### config.mk
export PLATFORM = sky130hd
export DESIGN_NAME = actBuffer
export DESIGN_NICKNAME = d
export VERILOG_FILES = /design/src/design/nnPkg.sv /design/src/design/actBuffer.sv
export SDC_FILE = /design/constraint.sdc
export NUM_CORES = 1
export LEC_CHECK = 0
export BUFFER_PORTS_ARGS = -buffer_cell sky130_fd_sc_hd__buf_2
export CAP_MARGIN = 20
export CORE_ASPECT_RATIO = 1.1
export CORE_UTILIZATION = 25
export CTS_CLUSTER_DIAMETER = 150
export DETAILED_ROUTE_END_ITERATION = 7
export PLACE_DENSITY = 0.41
export SETUP_SLACK_MARGIN = 0.2
export SYNTH_ARGS = -nofsm -noshare
export SYNTH_HDL_FRONTEND = slang
export SYNTH_SLANG_ARGS = --single-unit
### constraint.sdc
create_clock -name clk -period 5.86 [get_ports clk]
set_clock_uncertainty 0.2 [all_clocks]
set_input_delay 0.879 -clock clk [delete_from_list [all_inputs] [get_ports clk]]
set_output_delay 0.879 -clock clk [all_outputs]
set_load 0.1 [all_outputs]
### src/design/nnPkg.sv
package nnPkg;

	localparam int MAX_INPUTS = 30;
	localparam int MAX_NEURONS = 4;
	localparam int ACT_W = 8;

	// one row per neuron, one column per input activation
	// row 0 is the original thirty-input neuron
	localparam logic signed [ACT_W-1:0] weightTable [MAX_NEURONS][MAX_INPUTS] = '{
		'{
			8'h27, 8'h4C, 8'h05, 8'h24, 8'hFB, 8'hE7, 8'hE5, 8'h31, 8'h39, 8'h31,
			8'h1E, 8'h5A, 8'hF3, 8'h41, 8'hA9, 8'h13, 8'h1D, 8'hB9, 8'hDF, 8'hC0,
			8'hF3, 8'h03, 8'h2C, 8'h2D, 8'h1D, 8'h2B, 8'hEC, 8'h17, 8'h06, 8'h04
		},
		'{
			8'h12, 8'hE0, 8'h33, 8'h07, 8'hF9, 8'h4A, 8'h1C, 8'hD5, 8'h08, 8'h61,
			8'hEE, 8'h25, 8'h03, 8'hC7, 8'h5E, 8'h10, 8'hF2, 8'h2A, 8'h39, 8'h9B,
			8'h06, 8'h44, 8'hFD, 8'h1B, 8'h70, 8'hC2, 8'h0D, 8'h29, 8'hE8, 8'h15
		},
		'{
			8'hF5, 8'h1A, 8'h6C, 8'h2E, 8'hB3, 8'h09, 8'h48, 8'hEA, 8'h3F, 8'h11,
			8'hD0, 8'h27, 8'h5B, 8'h04, 8'hCE, 8'h36, 8'h7A, 8'h13, 8'hE1, 8'h22,
			8'h0B, 8'h95, 8'h58, 8'h31, 8'hF7, 8'h1E, 8'h40, 8'hAC, 8'h0E, 8'h2B
		},
		'{
			8'h03, 8'hF1, 8'h27, 8'h60, 8'h1F, 8'hD9, 8'h0C, 8'h4E, 8'hB6, 8'h35,
			8'h18, 8'hE4, 8'h72, 8'h0A, 8'hC9, 8'h2D, 8'h14, 8'hA3, 8'h3B, 8'h05,
			8'hE6, 8'h51, 8'h20, 8'hFB, 8'h6A, 8'h17, 8'hDA, 8'h38, 8'h0F, 8'h8C
		}
	};

	// added once at the start of each sum
	localparam logic signed [ACT_W-1:0] biasTable [MAX_NEURONS] = '{
		8'sd11,
		-8'sd7,
		8'sd25,
		8'sd3
	};

	typedef enum logic [1:0]
	{
		engIdle,
		engFetch,   // waiting for the grant, then for the read data
		engAccum,
		engFinish
	} engineState;

endpackage

### src/design/actBuffer.sv
`timescale 1ns/1ps

module actBuffer #(
	parameter int NUM_INPUTS = 30
) (
	input  logic                            clk,
	input  logic                            reset,
	input  logic                            actWrite,
	input  logic [4:0]                      actAddr,
	input  logic signed [nnPkg::ACT_W-1:0]  actData,
	input  logic [4:0]                      readAddr,
	output logic signed [nnPkg::ACT_W-1:0]  readData
);

	logic signed [nnPkg::ACT_W-1:0] mem [NUM_INPUTS];

	always_ff @(posedge clk)
	begin
		if (actWrite && (actAddr < NUM_INPUTS))
		begin
			mem[actAddr] <= actData;
		end
	end

	// a read in the same cycle as a write to that word returns the old value
	always_ff @(posedge clk)
	begin
		if (reset)
		begin
			readData <= '0;
		end
		else
		begin
			readData <= (readAddr < NUM_INPUTS) ? mem[readAddr] : '0;
		end
	end

endmodule

After elaboration in Yosys (flattened, before gate mapping)
Memories as Yosys holds them, arrays and structs flattened. A register that Yosys moved wholly into a read port is not among the register bits.
Cells that the tools add are included.
{"block": "classes", "add_sub_neg": 0, "multipliers": 0, "div": 0, "order_cmp": 2, "eq_ne": 0, "n_shift": 0, "n_mux": 2, "bitwise": 1, "n_reduce_logical": 2}
{"cell": "5-bit less-than comparator (second input constant)", "n": 2}
{"cell": "1-bit 2-to-1 mux", "n": 2}
{"cell": "2-bit OR reduction", "n": 1}
{"cell": "1-bit logical AND", "n": 1}
{"cell": "1-bit NOT", "n": 1}
{"block": "totals", "ff_bits": 0, "latchBits": 0, "ram_bits": 240, "rom_bits": 0, "in_bits": 21, "wordCells": 8, "n_memories": 1}
{"name": "mem", "depth": 30, "width": 8, "read_ports": 1, "rd_clocked_by_memory_dff": 1, "wr": 1, "line_no": "actBuffer.sv:15", "rtl": "logic signed [nnPkg::ACT_W-1:0] mem [NUM_INPUTS];"}

Longest topological paths before layout
{"block": "logic_depth", "depth_word": 4, "ltp_mapped": 7, "mapped_depth_nobuf": 5}

Worst setup path before layout
No wires, ideal clock.
{"block": "synth_timing", "path_kind": "in2reg", "from": "in actAddr[0]", "to": "mem mem[0][0] in the netlist's numbering, enable pin", "arrival_time_ns": 1.899, "required_time_ns": 5.290, "slack_ns": 3.390, "cell_stages": 3, "n_path_buf": 1, "cell_sequence": "or3b_2 -> clkbuf_1 -> nor2_1"}
{"block": "synth_between", "elab_chain_len": 4}
{"element": "start, declared", "line_no": "actBuffer.sv:9", "rtl": "input logic [4:0] actAddr,"}
{"element": "5-bit less-than comparator", "line_no": "actBuffer.sv:19", "rtl": "if (actWrite && (actAddr < NUM_INPUTS))"}
{"element": "1-bit logical AND", "line_no": "actBuffer.sv:19"}
{"element": "1-bit 2-to-1 mux", "line_no": "actBuffer.sv:19"}
{"element": "1-bit 2-to-1 mux (implied by the code)", "line_no": "actBuffer.sv:21", "rtl": "mem[actAddr] <= actData;"}
{"element": "end, declared", "line_no": "actBuffer.sv:15"}
Parallel ways exist; a longest one is shown, timed or not.

Worst setup path in the final report
{"block": "layout_timing", "from": "in readAddr[0]", "to": "reg readData[0] in the netlist's numbering, read port of mem"}
{"block": "layout_between", "elab_chain_len": 3}
{"element": "start, declared", "line_no": "actBuffer.sv:11", "rtl": "input logic [4:0] readAddr,"}
{"element": "5-bit less-than comparator", "line_no": "actBuffer.sv:34", "rtl": "readData <= (readAddr < NUM_INPUTS) ? mem[readAddr] : '0;"}
{"element": "1-bit NOT (no line)"}
{"element": "2-bit OR reduction (no line)"}
{"element": "end, declared", "line_no": "actBuffer.sv:12", "rtl": "output logic signed [nnPkg::ACT_W-1:0] readData"}
Parallel ways exist; a longest one is shown, timed or not.

==> impl_metrics.env <==
export IMPL_seqPwrFrac_pct=51.1
export IMPL_tightest_slew_ns=1.10
export IMPL_r2r_start="mem[14][0]"
export IMPL_final_util_pct=29.3
export IMPL_worstHoldStart="mem[29][6]"
export IMPL_antenna_diode_count=0
export IMPL_cp_max_fo=76
export IMPL_h_tree_depth=1
export IMPL_cts_tree="built"
export IMPL_insertion_delay_ns=0.54
export IMPL_seq_area_frac_synth_pct=75.6
export IMPL_p_comb_share_pct=5.9
export IMPL_synth_area_um2=9750
export IMPL_place_congestion=0.720
export IMPL_period_share_pct=51.5
export IMPL_hp_class="reg -> reg"
export IMPL_hpwl_um=14700
export IMPL_crit_start="readAddr[0]"
export IMPL_yosys_top_cells_count="edfxtp_1, mux2i_1, nor2_1, a22oi_1, a31oi_1"
export IMPL_drt_total_wl_um=23900
export IMPL_dp_cells=1042
export IMPL_cp_num_buf_inv=2
export IMPL_start_util_pct=25.5
export IMPL_cp_end_kind="flip-flop"
export IMPL_status="finished clean"
export IMPL_worstSetupEndpoint="readData[0]"
export IMPL_cts_setup_buffers=0
export IMPL_p_int_mw=3.01
export IMPL_synth_edf_count=240
export IMPL_critPathLaunchType="input port"
export IMPL_rows=75
export IMPL_vias=4966
export IMPL_critical_path_class="in -> reg"
export IMPL_powerDensity_nw_per_um2=345
export IMPL_max_cap_viol_count=0
export IMPL_cts_sinks=248
export IMPL_fmax_mhz=331
export IMPL_groute_usage_overall_pct=12.1
export IMPL_post_route_min_period_ns=3.02
export IMPL_clock_path_buffers=3
export IMPL_yosysTopAreaCell="edfxtp_1"
export IMPL_slew_violations=0
export IMPL_ant_nets=0
export IMPL_timing_rr_end="readData[0]"
export IMPL_io_buffers=28
export IMPL_dr_first_iter_drc_count=373
export IMPL_critPathSlowestCell="buf_4"
export IMPL_avgSynthCellArea_um2=18.1
export IMPL_synth_ff_type="edfxtp_1"
export IMPL_tns_ns=0
export IMPL_synth_nets=561
export IMPL_fillers=3774
export IMPL_reg2reg_slack_ns=4.03
export IMPL_antenna_found_initial=0
export IMPL_cts_made_buffers=28
export IMPL_grt_ovfl_total=0
export IMPL_synth_cell_types=30
export IMPL_clockPowerShare_pct=42.9
export IMPL_core_area_um2=38300
export IMPL_rsz0062_at_grt="no"
export IMPL_clkTransAtPathRegs_ns=0.06
export IMPL_die_x_um=190
export IMPL_cts_hold_buf=0
export IMPL_cpPeakStageDelay_ns=0.73
export IMPL_grt_first_pass_wirelength_um=34900
export IMPL_drive_gt1_share_pct=15.2
export IMPL_layoutNonFillerInstCount=1094
export IMPL_yosysMostFrequentCell="edfxtp_1"
export IMPL_dieArea_um2=39800
export IMPL_p_sw_share_pct=22.2
export IMPL_remaining_drc_errors=0
export IMPL_ys_warn_count=0
export IMPL_p_leak_nw=3.70
export IMPL_die_height_um=209
export IMPL_grt_max_degree=77
export IMPL_crit_family="buffers and inverters"
export IMPL_root_buffer="clkbuf_16"
export IMPL_fin_nets=594
export IMPL_worst_slack_ns=2.84
export IMPL_hold_viol_final=0
export IMPL_synth_seq_cells=248
export IMPL_path_depth=6
export IMPL_wire_per_inst_um=21.9
export IMPL_crit_arrival_ns=3.21
export IMPL_dp_slack_ns=2.27
export IMPL_pin_count=29
export IMPL_synthTopCellsByArea="edfxtp_1, mux2i_1, a22oi_1"
export IMPL_synth_top_area_share_pct=73.9
export IMPL_p_total_mw=3.87
export IMPL_regArea_um2=7370
export IMPL_syn_to_final_growth_pct=15.1
export IMPL_setup_violations=0
export IMPL_grt_pass1_vias=5011
export IMPL_reg2reg_depth=5
export IMPL_first_pass_iters=5
export IMPL_syn_inst=540
export IMPL_worstPathRequired_ns=6.05
export IMPL_slew_headroom_pct=26.6
export IMPL_timing_critical_path_mode_cell="a31oi_1"
export IMPL_async_reset_ff_share_pct=0
export IMPL_irDropWorstVdd_v=0.000247
export IMPL_cts_resized=0
export IMPL_via_per_inst=4.54
export IMPL_switching_power_mw=0.857
export IMPL_multiInputGateArea_um2=2150
export IMPL_crit_chain="buf_6 > buf_4 > mux2i_1 > a22oi_1 > a31oi_1 > a31oi_1"
## cells by family (layout without fill, tap and decap cells)
kind of cell | Yosys count | in the layout | synth area share (%)
multiplexers | 108 | 108 | 12.1
buffers and inverters | 30 | 84 | 2.35
flip-flops | 248 | 248 | 75.6
AO/OA/AOI/OAI | 77 | 77 | 6.19
AND/OR/NAND/NOR | 77 | 77 | 3.77
## cell usage in the layout (no fill, tap or decap), drive strengths merged, types with 7 or more instances in the layout
cell type  count
a22o          12
a22oi         32
a31oi         16
buf           33
clkbuf        30
clkinv        17
dfxtp          8
edfxtp       240
mux2i        100
mux4           8
nand2         11
nand3          9
nor2          34
nor2b          7
o211ai         8
## stage by stage
stage	area [um^2]	hold WS (ns)
finish	11200	0.538
CTS	11200	0.561
global placement	10300	0.541
floorplan	9750	0.429
global route	11200	0.608
detailed placement	10300	0.549
## layout make-up
cell class,instances,share of cell area (%)
Sequential cell,248,65.7
Multi-Input combinational cell,262,19.2
Clock inverter,21,1.36
Clock buffer,30,6.50
Timing Repair Buffer,33,1.67
Tap cell,500,5.58
## power groups by stage
stage	combinational, mW	sequential (mW)	clock, mW
5_1_grt	0.246	1.98	1.78
3_3_place_gp	0.230	2.01	0
2_1_floorplan	0.113	2.05	0
3_5_place_dp	0.234	2.01	0
4_1_cts	0.234	1.98	1.70
6_report	0.229	1.98	1.66
## worst reg2reg max path, delay by kind of cell (launching register included)
family | cells | cell delay [ns]
AOI/OAI and AO/OA | 4 | 1.00
DFF | 1 | 0.35
and+or+nand+nor | 1 | 0.13
## sequential cells by signal (all words and copies together), names as in the netlist
register	count
mem	240
readData	8
## routing by layer
metal / vias up / part of all wire (%) / global-route usage [%]
met3: 26 / 4.0 / 2.08
met5: - / 0 / 0
met2: 101 / 48 / 19.9
met1: 2594 / 46 / 16.7
met4: 0 / 1.4 / 2.51
li1: 2245 / - / -
## how the worst min path moves through the flow
stage	slack (ns)	to	depth (start not counted)
finish	0.54	readData[6]	4
global route	0.61	readData[6]	4
CTS	0.56	readData[6]	4
detailed placement	0.55	readData[6]	4
global placement	0.54	readData[6]	4
floorplan	0.43	readData[2]	4
No activity file was read; power rests on OpenSTA's default activity.
