==> src/design/nnPkg.sv <==
package nnPkg;

	localparam int MAX_INPUTS = 30;
	localparam int MAX_NEURONS = 4;
	localparam int ACT_W = 8;

	// one row per neuron, one column per input activation
	// row 0 is the original thirty-input neuron
	localparam logic signed [ACT_W-1:0] weightTable [MAX_NEURONS][MAX_INPUTS] = '{
		'{
			8'h27, 8'h4C, 8'h05, 8'h24, 8'hFB, 8'hE7, 8'hE5, 8'h31, 8'h39, 8'h31,
			8'h1E, 8'h5A, 8'hF3, 8'h41, 8'hA9, 8'h13, 8'h1D, 8'hB9, 8'hDF, 8'hC0,
			8'hF3, 8'h03, 8'h2C, 8'h2D, 8'h1D, 8'h2B, 8'hEC, 8'h17, 8'h06, 8'h04
		},
		'{
			8'h12, 8'hE0, 8'h33, 8'h07, 8'hF9, 8'h4A, 8'h1C, 8'hD5, 8'h08, 8'h61,
			8'hEE, 8'h25, 8'h03, 8'hC7, 8'h5E, 8'h10, 8'hF2, 8'h2A, 8'h39, 8'h9B,
			8'h06, 8'h44, 8'hFD, 8'h1B, 8'h70, 8'hC2, 8'h0D, 8'h29, 8'hE8, 8'h15
		},
		'{
			8'hF5, 8'h1A, 8'h6C, 8'h2E, 8'hB3, 8'h09, 8'h48, 8'hEA, 8'h3F, 8'h11,
			8'hD0, 8'h27, 8'h5B, 8'h04, 8'hCE, 8'h36, 8'h7A, 8'h13, 8'hE1, 8'h22,
			8'h0B, 8'h95, 8'h58, 8'h31, 8'hF7, 8'h1E, 8'h40, 8'hAC, 8'h0E, 8'h2B
		},
		'{
			8'h03, 8'hF1, 8'h27, 8'h60, 8'h1F, 8'hD9, 8'h0C, 8'h4E, 8'hB6, 8'h35,
			8'h18, 8'hE4, 8'h72, 8'h0A, 8'hC9, 8'h2D, 8'h14, 8'hA3, 8'h3B, 8'h05,
			8'hE6, 8'h51, 8'h20, 8'hFB, 8'h6A, 8'h17, 8'hDA, 8'h38, 8'h0F, 8'h8C
		}
	};

	// added once at the start of each sum
	localparam logic signed [ACT_W-1:0] biasTable [MAX_NEURONS] = '{
		8'sd11,
		-8'sd7,
		8'sd25,
		8'sd3
	};

	typedef enum logic [1:0]
	{
		engIdle,
		engFetch,   // waiting for the grant, then for the read data
		engAccum,
		engFinish
	} engineState;

endpackage

==> src/design/neuronEngine.sv <==
`timescale 1ns/1ps

module neuronEngine #(
	parameter int NUM_INPUTS = 30,
	parameter int NEURON_ID = 0
) (
	input  logic                            clk,
	input  logic                            reset,
	input  logic                            start,
	input  logic                            grant,
	input  logic signed [nnPkg::ACT_W-1:0]  readData,
	output logic                            readReq,
	output logic [4:0]                      reqAddr,
	output logic                            done,
	output logic [nnPkg::ACT_W-1:0]         result
);

	nnPkg::engineState state;
	logic [4:0] idx;
	logic pending;   // granted last cycle, so readData is ours now
	logic signed [nnPkg::ACT_W-1:0] actReg;
	logic [nnPkg::ACT_W-1:0] acc;
	logic signed [2*nnPkg::ACT_W-1:0] product;

	assign product = actReg * nnPkg::weightTable[NEURON_ID][idx];

	// the request drops as soon as it is granted
	assign readReq = (state == nnPkg::engFetch) && !pending;
	assign reqAddr = idx;

	always_ff @(posedge clk)
	begin
		if (reset)
		begin
			state <= nnPkg::engIdle;
			idx <= '0;
			pending <= 1'b0;
			done <= 1'b0;
			result <= '0;
		end
		else
		begin
			done <= (state == nnPkg::engFinish);
			case (state)
				nnPkg::engIdle:
				begin
					if (start)
					begin
						idx <= '0;
						state <= nnPkg::engFetch;
					end
				end
				nnPkg::engFetch:
				begin
					if (pending)
					begin
						pending <= 1'b0;
						state <= nnPkg::engAccum;
					end
					else if (grant)
					begin
						pending <= 1'b1;
					end
				end
				nnPkg::engAccum:
				begin
					if (idx == 5'(NUM_INPUTS - 1))
					begin
						state <= nnPkg::engFinish;
					end
					else
					begin
						idx <= idx + 5'd1;
						state <= nnPkg::engFetch;
					end
				end
				nnPkg::engFinish:
				begin
					result <= acc[nnPkg::ACT_W-1] ? '0 : acc;   // ReLU on the sign bit
					state <= nnPkg::engIdle;
				end
				default:
				begin
					state <= nnPkg::engIdle;
				end
			endcase
		end
	end

	// datapath registers, loaded only when the FSM says so
	always_ff @(posedge clk)
	begin
		if (state == nnPkg::engIdle && start)
			acc <= nnPkg::biasTable[NEURON_ID];
		else if (state == nnPkg::engAccum)
			acc <= acc + product[nnPkg::ACT_W-1:0];   // wraps modulo 256
		if (state == nnPkg::engFetch && pending)
			actReg <= readData;
	end

	donePulse: assert property (@(posedge clk) disable iff (reset) done |=> !done);

	noReqWhenIdle: assert property (@(posedge clk) disable iff (reset)
		(state == nnPkg::engIdle) |-> !readReq);

endmodule

==> config.mk <==
export PLATFORM = sky130hd
export DESIGN_NAME = neuronEngine
export DESIGN_NICKNAME = d
export VERILOG_FILES = /design/src/design/nnPkg.sv /design/src/design/neuronEngine.sv
export SDC_FILE = /design/constraint.sdc
export NUM_CORES = 1
export LEC_CHECK = 0
export ABC_AREA = 0
export BUFFER_PORTS_ARGS = -buffer_cell sky130_fd_sc_hd__buf_4
export CORE_MARGIN = 4
export CORE_UTILIZATION = 45
export CTS_CLUSTER_SIZE = 30
export DETAILED_ROUTE_END_ITERATION = 10
export GPL_ROUTABILITY_DRIVEN = 0
export PLACE_DENSITY = 0.72
export SLEW_MARGIN = 40
export SYNTH_ARGS = -nofsm -noshare
export SYNTH_HDL_FRONTEND = slang
export SYNTH_SLANG_ARGS = --single-unit
==> constraint.sdc <==
create_clock -name clk -period 10.6 [get_ports clk]
set_input_delay 1.06 -clock clk [delete_from_list [all_inputs] [get_ports clk]]
set_output_delay 1.06 -clock clk [all_outputs]
set_load 0.02 [all_outputs]
Yosys cells after proc, flatten, opt, wreduce, memory -nomap -nowiden. Memory sizes are Yosys's and may differ from the RTL's. Index checks and enable logic that the tools add are counted.

Register bits after elaboration: 33. Bits in latches: 0. Bits in writable memories: 0. Bits in read-only memories: 256. Bits of input ports: 12. Output and inout port bits: 15. Word-level logic and storage cells: 40. Memories kept: 1.

Memories: (name not given) (depth 32, bits a word 8, read ports 1, clocked after memory_dff 0, wr ports 0, line neuronEngine.sv:25) `assign product = actReg * nnPkg::weightTable[NEURON_ID][idx];`.

Add/subtract/negate cells: 2. $mul: 1. Div/mod/pow operators: 0. Magnitude comparators: 1. Equality and inequality tests: 7. Shift-type cells: 0. Muxes and demuxes: 12. Bitwise operators: 1. Reductions and logical operators: 8.

Operator list (count): 8-bit two-way mux (2); 5-bit two-way mux (2); 5-bit case mux with 2 select lines (1); 8-bit adder (1); 8-bit by 8-bit multiplier with 8-bit output (1); 2-bit case mux with 4 select lines (1); 7-bit two-way mux (1); 6-bit greater-or-equal comparator (second input constant) (1); 2-bit two-way mux (3); 2-bit inequality test (second input constant) (3); 5-bit NOT with 6-bit output (1); 5-bit by 1-bit adder with 5-bit output (second input constant) (1); 5-bit equality test (second input constant) (1); 2-bit equality test (second input constant) (2); 1-bit logical AND (3); 3-bit AND reduction (1); 2-bit by 1-bit equality test with 1-bit output (second input constant) (1); 2-bit logical NOT (1); 1-bit two-way mux (2); 2-bit AND reduction (1); 2-bit nonzero test (1); 1-bit logical NOT (1).

Depth between registers and ports, before layout. Gate-level depths: netlist of run 1.

Depth after elaboration: 6. Mapped depth: 24. Depth with buffers taken out: 23.

Worst setup path before layout of run 1. No wires, ideal clock.

Kind: flip-flop to flip-flop. Start: register idx[0] (netlist: reqAddr[0]). End: register acc[7] (netlist bit). Setup time: 123 ps. Data arrival time: 5506 ps. Required time: 10477 ps. Slack: 4972 ps. Cell stages (with the launch flop): 23. Buffers on the path: 0. Clock period less this slack: 5628 ps. Path through: dfxtp_1 > inv_1 > ha_1 > o21ai_0 > a221oi_2 > a21oi_1 > nand2_1 > fa_1 > inv_1 > fa_1 > ha_1 > inv_1 > fa_1 > inv_1 > ha_1 > ha_1 > a21o_1 > a21oi_1 > xnor2_1 > xnor2_1 > xnor3_1 > xnor3_1 > o21ai_1.

Cells in the longest elaborated chain, start to end: 6.

RTL lines: start: declaration (line neuronEngine.sv:19) `logic [4:0] idx;`; start signal: assignment (line neuronEngine.sv:73) `idx <= idx + 5'd1;`; 5-bit NOT with 6-bit output (implied by the code) (line neuronEngine.sv:25); memory read 32 x 8 bit; 8-bit two-way mux (implied by the code) (2 in a row) (line neuronEngine.sv:25); 8-bit by 8-bit multiplier with 8-bit output (line neuronEngine.sv:25); 8-bit adder (line neuronEngine.sv:96) `acc <= acc + product[nnPkg::ACT_W-1:0];`; end signal: assignment (line neuronEngine.sv:94) `acc <= nnPkg::biasTable[NEURON_ID];`; end signal: assignment (line neuronEngine.sv:96); end: declaration (line neuronEngine.sv:22) `logic [nnPkg::ACT_W-1:0] acc;`.

Every way passes these cells. The select of a mux whose other input is x is not followed. A chain may end at the register's enable or synchronous reset.

Worst setup path in the final report of run 1.
Start: register idx[2] (netlist: reqAddr[2]). End: register acc[7] (netlist bit).

The elaborated chain is that of the path after synthesis.

==> impl_metrics.prom, run 1 <==
# TYPE chip_impl_metric gauge
chip_impl_metric{name="finalWorstPathRequiredPeriod",unit="ns"} 6.08
chip_impl_metric{name="number_of_cts_inserted_buffers",unit=""} 5
chip_impl_metric{name="layout.cell_area.non_filler",unit="mm2"} 0.00315
chip_impl_metric{name="timing.clock.skew",unit="ns"} 0.0105
chip_impl_info{name="dominant_combinational_cell_family_by_area_after_synthesis",value="adder cells"} 1
chip_impl_metric{name="portBuffers",unit=""} 25
chip_impl_metric{name="floorplan.initialDensity",unit="%"} 47.1
chip_impl_metric{name="timing.final.crit_share",unit="%"} 57.4
chip_impl_metric{name="first_global_vias",unit=""} 2164
chip_impl_metric{name="max-vdd-ir-drop",unit="mV"} 0.106
chip_impl_metric{name="netlist_area",unit="mm2"} 0.00282
chip_impl_metric{name="clock-sinks",unit=""} 32
chip_impl_metric{name="clock_latency",unit="ns"} 0.29
chip_impl_metric{name="area_delta_synth_final",unit="%"} 11.5
chip_impl_metric{name="post_cts.repair.setup_buffers",unit=""} 0
chip_impl_metric{name="antenna_violations_before_repair",unit=""} 0
chip_impl_info{name="synth_top_cells_by_area",value="dfxtp_1 17%, ha_1 13%, fa_1 13%"} 1
chip_impl_metric{name="yosys.area_share.adder",unit="%"} 25.6
chip_impl_metric{name="core_area",unit="mm2"} 0.00599
chip_impl_metric{name="post_synthesis_xor_xnor_area_fraction",unit="%"} 7.27
chip_impl_info{name="yosys-top-cells-count",value="38 x inv_1, 32 x nor2_1, 29 x ha_1"} 1
chip_impl_metric{name="synthesis.instances",unit=""} 307
chip_impl_metric{name="maximum_number_of_pins_on_one_net_before_global_route_repair",unit=""} 24
chip_impl_metric{name="yosys.cell_types.count",unit=""} 57
chip_impl_metric{name="post_dp_cell_area",unit="mm2"} 0.00303
chip_impl_info{name="most_used_flip_flop_cell_after_synthesis",value="dfxtp_1"} 1
chip_impl_metric{name="clk_path_buf_depth",unit=""} 2
chip_impl_metric{name="postSynth.asyncResetShare",unit="%"} 0
chip_impl_metric{name="synth_compound_gate_area_share",unit="%"} 14.5
chip_impl_metric{name="static-leakage-power",unit="uW"} 0.00144
chip_impl_metric{name="finalWirelength",unit="um"} 5880
chip_impl_metric{name="grt_first_pass_wirelength",unit="um"} 10100
chip_impl_metric{name="finalNetCount",unit=""} 387
chip_impl_metric{name="yosys_register_bits",unit=""} 32
chip_impl_metric{name="synth.avg_cell_area",unit="um2"} 9.19
chip_impl_info{name="critical_path_class",value="flip-flop to flip-flop"} 1
chip_impl_metric{name="synth-seq-area-share",unit="%"} 25.5
chip_impl_info{name="status",value="completed"} 1
chip_impl_metric{name="grtUsageMet1",unit="%"} 22.0
chip_impl_metric{name="setup-violations-final",unit=""} 0
chip_impl_metric{name="tns",unit="ns"} 0
chip_impl_metric{name="avgRoutedWirePerCell",unit="um"} 14.6
chip_impl_metric{name="num_rows",unit=""} 28
chip_impl_metric{name="power-per-cell-area",unit="mW/mm2"} 97.0
chip_impl_info{name="timing.critical_path.to_type",value="flip-flop"} 1
chip_impl_metric{name="ctsHtreeMaxLevel",unit=""} 2
chip_impl_info{name="most_numerous_cell_in_the_yosys_netlist",value="inv_1"} 1
chip_impl_metric{name="antenna-diode-count",unit=""} 0
chip_impl_metric{name="fraction_of_final_layout_cells_with_drive_strength_greater_than_1",unit="%"} 13.7
chip_impl_metric{name="drt-initial-drc-count",unit=""} 121
chip_impl_metric{name="cp.required",unit="ns"} 10.77
chip_impl_metric{name="drt_pre_antenna_iters",unit=""} 4
chip_impl_metric{name="groute.layer.met3.usage",unit="%"} 2.74
chip_impl_metric{name="max-slew-margin-rel",unit="%"} 44.3
chip_impl_metric{name="global_route.overflow_total",unit=""} 0
chip_impl_metric{name="synth.area.mux_share",unit="%"} 2.35
chip_impl_info{name="min_path_type",value="flip-flop to flip-flop"} 1
chip_impl_info{name="crit_path_start_kind",value="flip-flop"} 1
chip_impl_metric{name="met2_usage",unit="%"} 27.6
chip_impl_metric{name="synth_nets",unit=""} 366
chip_impl_metric{name="timing.critical_path.fanout_max",unit=""} 23
chip_impl_metric{name="clkTransAtPathRegs",unit="ns"} 0.07
chip_impl_metric{name="synthesized_area_fraction_occupied_by_and_or_nand_nor_cells",unit="%"} 16.6
chip_impl_info{name="clockRootBuffer",value="clkbuf_8"} 1
chip_impl_metric{name="floorplan.die.width",unit="um"} 87.2
chip_impl_metric{name="post_cts_hold_buffer_count",unit=""} 0
chip_impl_metric{name="detailroute.via_count",unit=""} 2098
chip_impl_info{name="tritoncts",value="yes"} 1
chip_impl_metric{name="share_of_yosys_cell_area_claimed_by_the_top_area_cell_type",unit="%"} 17.0
chip_impl_metric{name="final_util",unit="%"} 52.5
chip_impl_info{name="grt-busiest-layer",value="met2"} 1
chip_impl_metric{name="global_route.usage.total",unit="%"} 16.8
chip_impl_metric{name="timing.final.ws_setup",unit="ns"} 4.52
chip_impl_metric{name="preCtsSetupSlack",unit="ns"} 4.51
chip_impl_metric{name="synth-edff-count",unit=""} 8
chip_impl_metric{name="achievable-frequency",unit="GHz"} 0.164
chip_impl_metric{name="design.portCount",unit=""} 27
chip_impl_metric{name="timing.final.hold_violations",unit=""} 0
chip_impl_metric{name="place_hpwl",unit="um"} 4590
chip_impl_metric{name="remaining_drc_errors",unit=""} 0
chip_impl_metric{name="number_of_synthesis_warnings",unit=""} 0
chip_impl_metric{name="die_area",unit="mm2"} 0.00760
chip_impl_info{name="rsz0062_at_grt",value="no"} 1
chip_impl_metric{name="fp.dieH",unit="um"} 87.2
chip_impl_metric{name="drt-vias-per-instance",unit=""} 5.19
chip_impl_metric{name="max_cap_violations",unit=""} 0
chip_impl_info{name="post-synth-top-area-cell",value="dfxtp_1"} 1
chip_impl_metric{name="cts_resized",unit=""} 0
chip_impl_metric{name="drv_slew",unit=""} 0
chip_impl_metric{name="arrival",unit="ns"} 6.25
chip_impl_metric{name="route.antenna.remaining_nets",unit=""} 0
chip_impl_metric{name="tightestPinTransition",unit="ns"} 0.828
## per-layer routing
| layer | up-vias | wire length, um |
|---|---|---|
| met5 | - | 0 |
| met4 | 0 | 88 |
| met3 | 8 | 225 |
| met2 | 51 | 2870 |
| met1 | 977 | 2700 |
| li1 | 1062 | - |
## flip-flops by register name (all words and copies together) (netlist names)
| name | cells |
|---|---|
| acc | 8 |
| actReg | 8 |
| result | 7 |
| reqAddr | 5 |
| state | 2 |
| done | 1 |
| pending | 1 |
## stage by stage
stage	total power (uW)	std cells	hold WS, ns
finish	305	404	0.484
global route	321	404	0.519
CTS	310	404	0.489
detailed placement	188	396	0.479
global placement	187	396	0.468
floorplan	175	307	0.447
## final cells by class
class,instances,area (um2)
fill,545,2840
inverter,41,154
clock inverter,2,33.8
sequential,32,721
timing repair buffer,25,188
clock buffer,6,82.6
multi-input combinational,223,1870
tap,75,93.8
## power by group
part           internal [uW]  switching, uW
clock network           75.7           44.7
logic                   28.6           27.0
registers                127           2.25
total                    231           73.9
## critical path: stages (launching register included)
cell,delay [ns]
dfxtp_1,0.82
inv_2,0.23
ha_1,0.34
mux2_2,0.27
a21oi_1,0.40
nand2_1,0.14
fa_1,0.56
fa_1,0.44
fa_1,0.49
inv_1,0.05
fa_1,0.49
ha_1,0.31
ha_1,0.32
a21oi_1,0.17
xnor2_1,0.16
xnor2_1,0.17
xnor3_1,0.34
xnor3_1,0.20
o21ai_1,0.05
## cells by family (layout without fill, tap and decap cells)
family,after synthesis,count (layout)
AO/OA/AOI/OAI,55,55
XOR/XNOR,17,17
adder cells (fa/ha/maj),47,47
buffers and inverters,52,74
flip-flops,32,32
multiplexers,6,6
other,1,1
AND/OR/NAND/NOR,97,97
## placed cells by master (no fill, tap or decap), drive strengths merged, types with 3 or more instances in the layout
| master | instances |
|---|---|
| a21oi | 21 |
| and2 | 14 |
| buf | 25 |
| clkbuf | 6 |
| dfxtp | 24 |
| edfxtp | 8 |
| fa | 18 |
| ha | 29 |
| inv | 41 |
| mux2i | 4 |
| nand2 | 22 |
| nand2b | 7 |
| nor2 | 32 |
| nor2b | 4 |
| nor3 | 7 |
| o211ai | 3 |
| o21ai | 3 |
| o22ai | 3 |
| xnor2 | 9 |
| xnor3 | 3 |
| xor2 | 4 |
## path summary, 6_finish.rpt
check             start       to  slack [ns]  depth (start not counted)
max          reqAddr[2]   acc[7]        4.52                         18
min             pending  pending        0.48                          2
max reg2reg  reqAddr[2]   acc[7]        4.52                         18
min reg2reg     pending  pending        0.48                          2
No activity file was read; power rests on OpenSTA's default activity.
==> run 2, diff against run 1 <==
Clock period 10.6 ns to 6.4 ns, I/O delays scaled along.
==> run 2 against run 1 <==
Compared with the run above:
- critical path depth rose by 4
- total power grew 62%
- combinational power increased by 67%
- clock skew fell by 0.0011 ns
- via count grew 3.0%
- register-to-register slack got worse by 4.0 ns
==> impl_metrics.prom, run 2 (same netlist as run 1, synthesis figures left out) <==
# TYPE chip_impl_metric gauge
chip_impl_metric{name="setup.reg_to_reg.worst_slack",unit="ns"} 0.48
chip_impl_metric{name="timing.final.hold_violations",unit=""} 0
chip_impl_metric{name="cp.required",unit="ns"} 6.57
chip_impl_metric{name="drt-vias-per-instance",unit=""} 5.29
chip_impl_metric{name="avgRoutedWirePerCell",unit="um"} 14.5
chip_impl_info{name="layout_common_cells",value="38 x inv_1, 32 x nor2_1, 29 x ha_1, 29 x buf_4, 24 x dfxtp_1"} 1
chip_impl_info{name="highest-signal-layer",value="met4"} 1
chip_impl_metric{name="hold_slack",unit="ns"} 0.476
chip_impl_metric{name="achievable-frequency",unit="GHz"} 0.169
chip_impl_metric{name="clock_latency",unit="ns"} 0.28
chip_impl_metric{name="antenna_violations_before_repair",unit=""} 0
chip_impl_metric{name="total_power",unit="uW"} 494
chip_impl_metric{name="global_route.usage.total",unit="%"} 17.6
chip_impl_metric{name="final_util",unit="%"} 52.9
chip_impl_metric{name="cpPeakStageDelay",unit="ns"} 0.58
chip_impl_metric{name="die_area",unit="mm2"} 0.00760
chip_impl_info{name="layout_commonest_cell",value="inv_1"} 1
chip_impl_metric{name="static-leakage-power",unit="uW"} 0.00145
chip_impl_metric{name="timing.final.crit_share",unit="%"} 92.6
chip_impl_metric{name="met1_routed_length",unit="um"} 2780
chip_impl_metric{name="wl_met2",unit="um"} 2830
chip_impl_metric{name="power-per-cell-area",unit="mW/mm2"} 156
chip_impl_metric{name="maximum_number_of_pins_on_one_net_before_global_route_repair",unit=""} 23
chip_impl_metric{name="drv_slew",unit=""} 0
chip_impl_info{name="reg.largest.list",value="acc: 8 flops, actReg: 8 flops, result: 7 flops"} 1
chip_impl_metric{name="portBuffers",unit=""} 25
chip_impl_info{name="clockRootBuffer",value="clkbuf_8"} 1
chip_impl_info{name="critical_path.startpoint",value="reqAddr[0]"} 1
chip_impl_info{name="cell_breakdown_of_the_critical_path",value="inv_1 -> ha_1 -> o21ai_0 -> a221oi_2 -> a21oi_1 -> nand2_1 -> fa_1 -> inv_1 -> fa_1 -> ha_1 -> inv_1 -> fa_1 -> inv_1 -> ha_1 -> ha_1 -> a21o_1 -> a21oi_1 -> xnor2_1 -> xnor2_1 -> xnor3_1 -> xnor3_1 -> o21ai_1"} 1
chip_impl_metric{name="design.portCount",unit=""} 27
chip_impl_metric{name="fp.dieH",unit="um"} 87.2
chip_impl_metric{name="timing.critical_path.fanout_max",unit=""} 13
chip_impl_metric{name="clk_path_buf_depth",unit=""} 2
chip_impl_metric{name="arrival",unit="ns"} 6.09
chip_impl_metric{name="setup-violations-final",unit=""} 0
chip_impl_metric{name="tns",unit="ns"} 0
chip_impl_metric{name="number_of_cts_inserted_buffers",unit=""} 5
chip_impl_metric{name="drt_pre_antenna_iters",unit=""} 4
chip_impl_metric{name="global_route.overflow_total",unit=""} 0
chip_impl_metric{name="core_area",unit="mm2"} 0.00599
chip_impl_metric{name="met3_wirelength",unit="um"} 282
chip_impl_metric{name="max-slew-margin-rel",unit="%"} 53.8
chip_impl_info{name="timing.critical_path.to_type",value="flip-flop"} 1
chip_impl_metric{name="area_delta_synth_final",unit="%"} 12.2
chip_impl_info{name="crit_path_start_kind",value="flip-flop"} 1
chip_impl_info{name="r2r_start",value="reqAddr[0]"} 1
chip_impl_metric{name="remaining_drc_errors",unit=""} 0
chip_impl_info{name="tritoncts",value="yes"} 1
chip_impl_metric{name="post_cts_hold_buffer_count",unit=""} 0
chip_impl_metric{name="grt_first_pass_wirelength",unit="um"} 10600
chip_impl_metric{name="timing.clock.skew",unit="ns"} 0.00936
chip_impl_metric{name="floorplan.die.width",unit="um"} 87.2
chip_impl_metric{name="floorplan.initialDensity",unit="%"} 47.1
chip_impl_metric{name="finalWirelength",unit="um"} 5940
chip_impl_info{name="critPathTopFamily",value="adder cells"} 1
chip_impl_metric{name="drt-initial-drc-count",unit=""} 159
chip_impl_metric{name="finalNetCount",unit=""} 391
chip_impl_metric{name="cts_resized",unit=""} 0
chip_impl_info{name="critical_path_class",value="flip-flop to flip-flop"} 1
chip_impl_metric{name="max_cap_violations",unit=""} 0
chip_impl_metric{name="post_cts.repair.setup_buffers",unit=""} 0
chip_impl_metric{name="fillCellCount",unit=""} 533
chip_impl_metric{name="max-vdd-ir-drop",unit="mV"} 0.256
chip_impl_metric{name="finalWorstPathRequiredPeriod",unit="ns"} 5.92
chip_impl_metric{name="ctsHtreeMaxLevel",unit=""} 2
chip_impl_metric{name="place_hpwl",unit="um"} 4670
chip_impl_metric{name="detailroute.via_count",unit=""} 2160
chip_impl_info{name="cpMaxStageDelayCell",value="dfxtp_1"} 1
chip_impl_info{name="status",value="completed"} 1
chip_impl_info{name="timing.hold.worst.start",value="pending"} 1
chip_impl_metric{name="clock-sinks",unit=""} 32
chip_impl_metric{name="first_global_vias",unit=""} 2143
chip_impl_metric{name="tightestPinTransition",unit="ns"} 0.692
chip_impl_metric{name="num_rows",unit=""} 28
chip_impl_metric{name="clkTransAtPathRegs",unit="ns"} 0.07
chip_impl_metric{name="critical_path_buf_inv_count",unit=""} 4
chip_impl_metric{name="route.antenna.remaining_nets",unit=""} 0
chip_impl_info{name="rsz0062_at_grt",value="no"} 1
chip_impl_metric{name="fraction_of_final_layout_cells_with_drive_strength_greater_than_1",unit="%"} 14.7
chip_impl_metric{name="antenna-diode-count",unit=""} 0
chip_impl_info{name="min_path_type",value="flip-flop to flip-flop"} 1
run 2: cell types whose count changed in the layout (fill, tap and decap cells not counted):
cell,change
clkinv_2,+1
buf_4,+4
clkbuf_1,+1
clkbuf_8,-1
clkinv_1,-1
run 2: area by class of cell:
type | count | area (um2) | area share, %
multi-input combinational | 223 | 1870 | 59.2
sequential | 32 | 721 | 22.7
timing repair buffer | 29 | 218 | 6.87
inverter | 41 | 154 | 4.86
tap | 75 | 93.8 | 2.96
clock buffer | 6 | 72.6 | 2.29
clock inverter | 2 | 35.0 | 1.11
run 2: worst min-delay path: stages (launching register included):
cell and delay [ns]:
dfxtp_1 0.32, nand2_1 0.05, a21oi_1 0.05
run 2: through the flow:
stage	cell area, um2	setup WS [ns]	cells
floorplan	2820	0.772	307
global placement	3060	0.646	400
detailed placement	3060	0.431	400
CTS	3170	0.453	408
global route	3170	0.00204	408
finish	3170	0.476	408
run 2: where the power goes:
group | switching [uW] | leakage [uW] | internal (uW)
logic | 45.6 | 0.00113 | 47.4
clock network | 71.6 | 0.0000552 | 115
registers | 3.77 | 0.000266 | 211
run 2: final timing paths:
kind,to,cells after the start
worst min-delay path,pending,2
worst min register to register,pending,2
worst max register to register,acc[7],22
worst max-delay path,acc[7],22
run 2: routing by layer:
| metal | vias to the layer above | track usage, % |
|---|---|---|
| met2 | 53 | 27.5 |
| met4 | 0 | 4.18 |
| met1 | 1033 | 25.4 |
| met5 | - | 0 |
| li1 | 1070 | - |
| met3 | 4 | 3.22 |
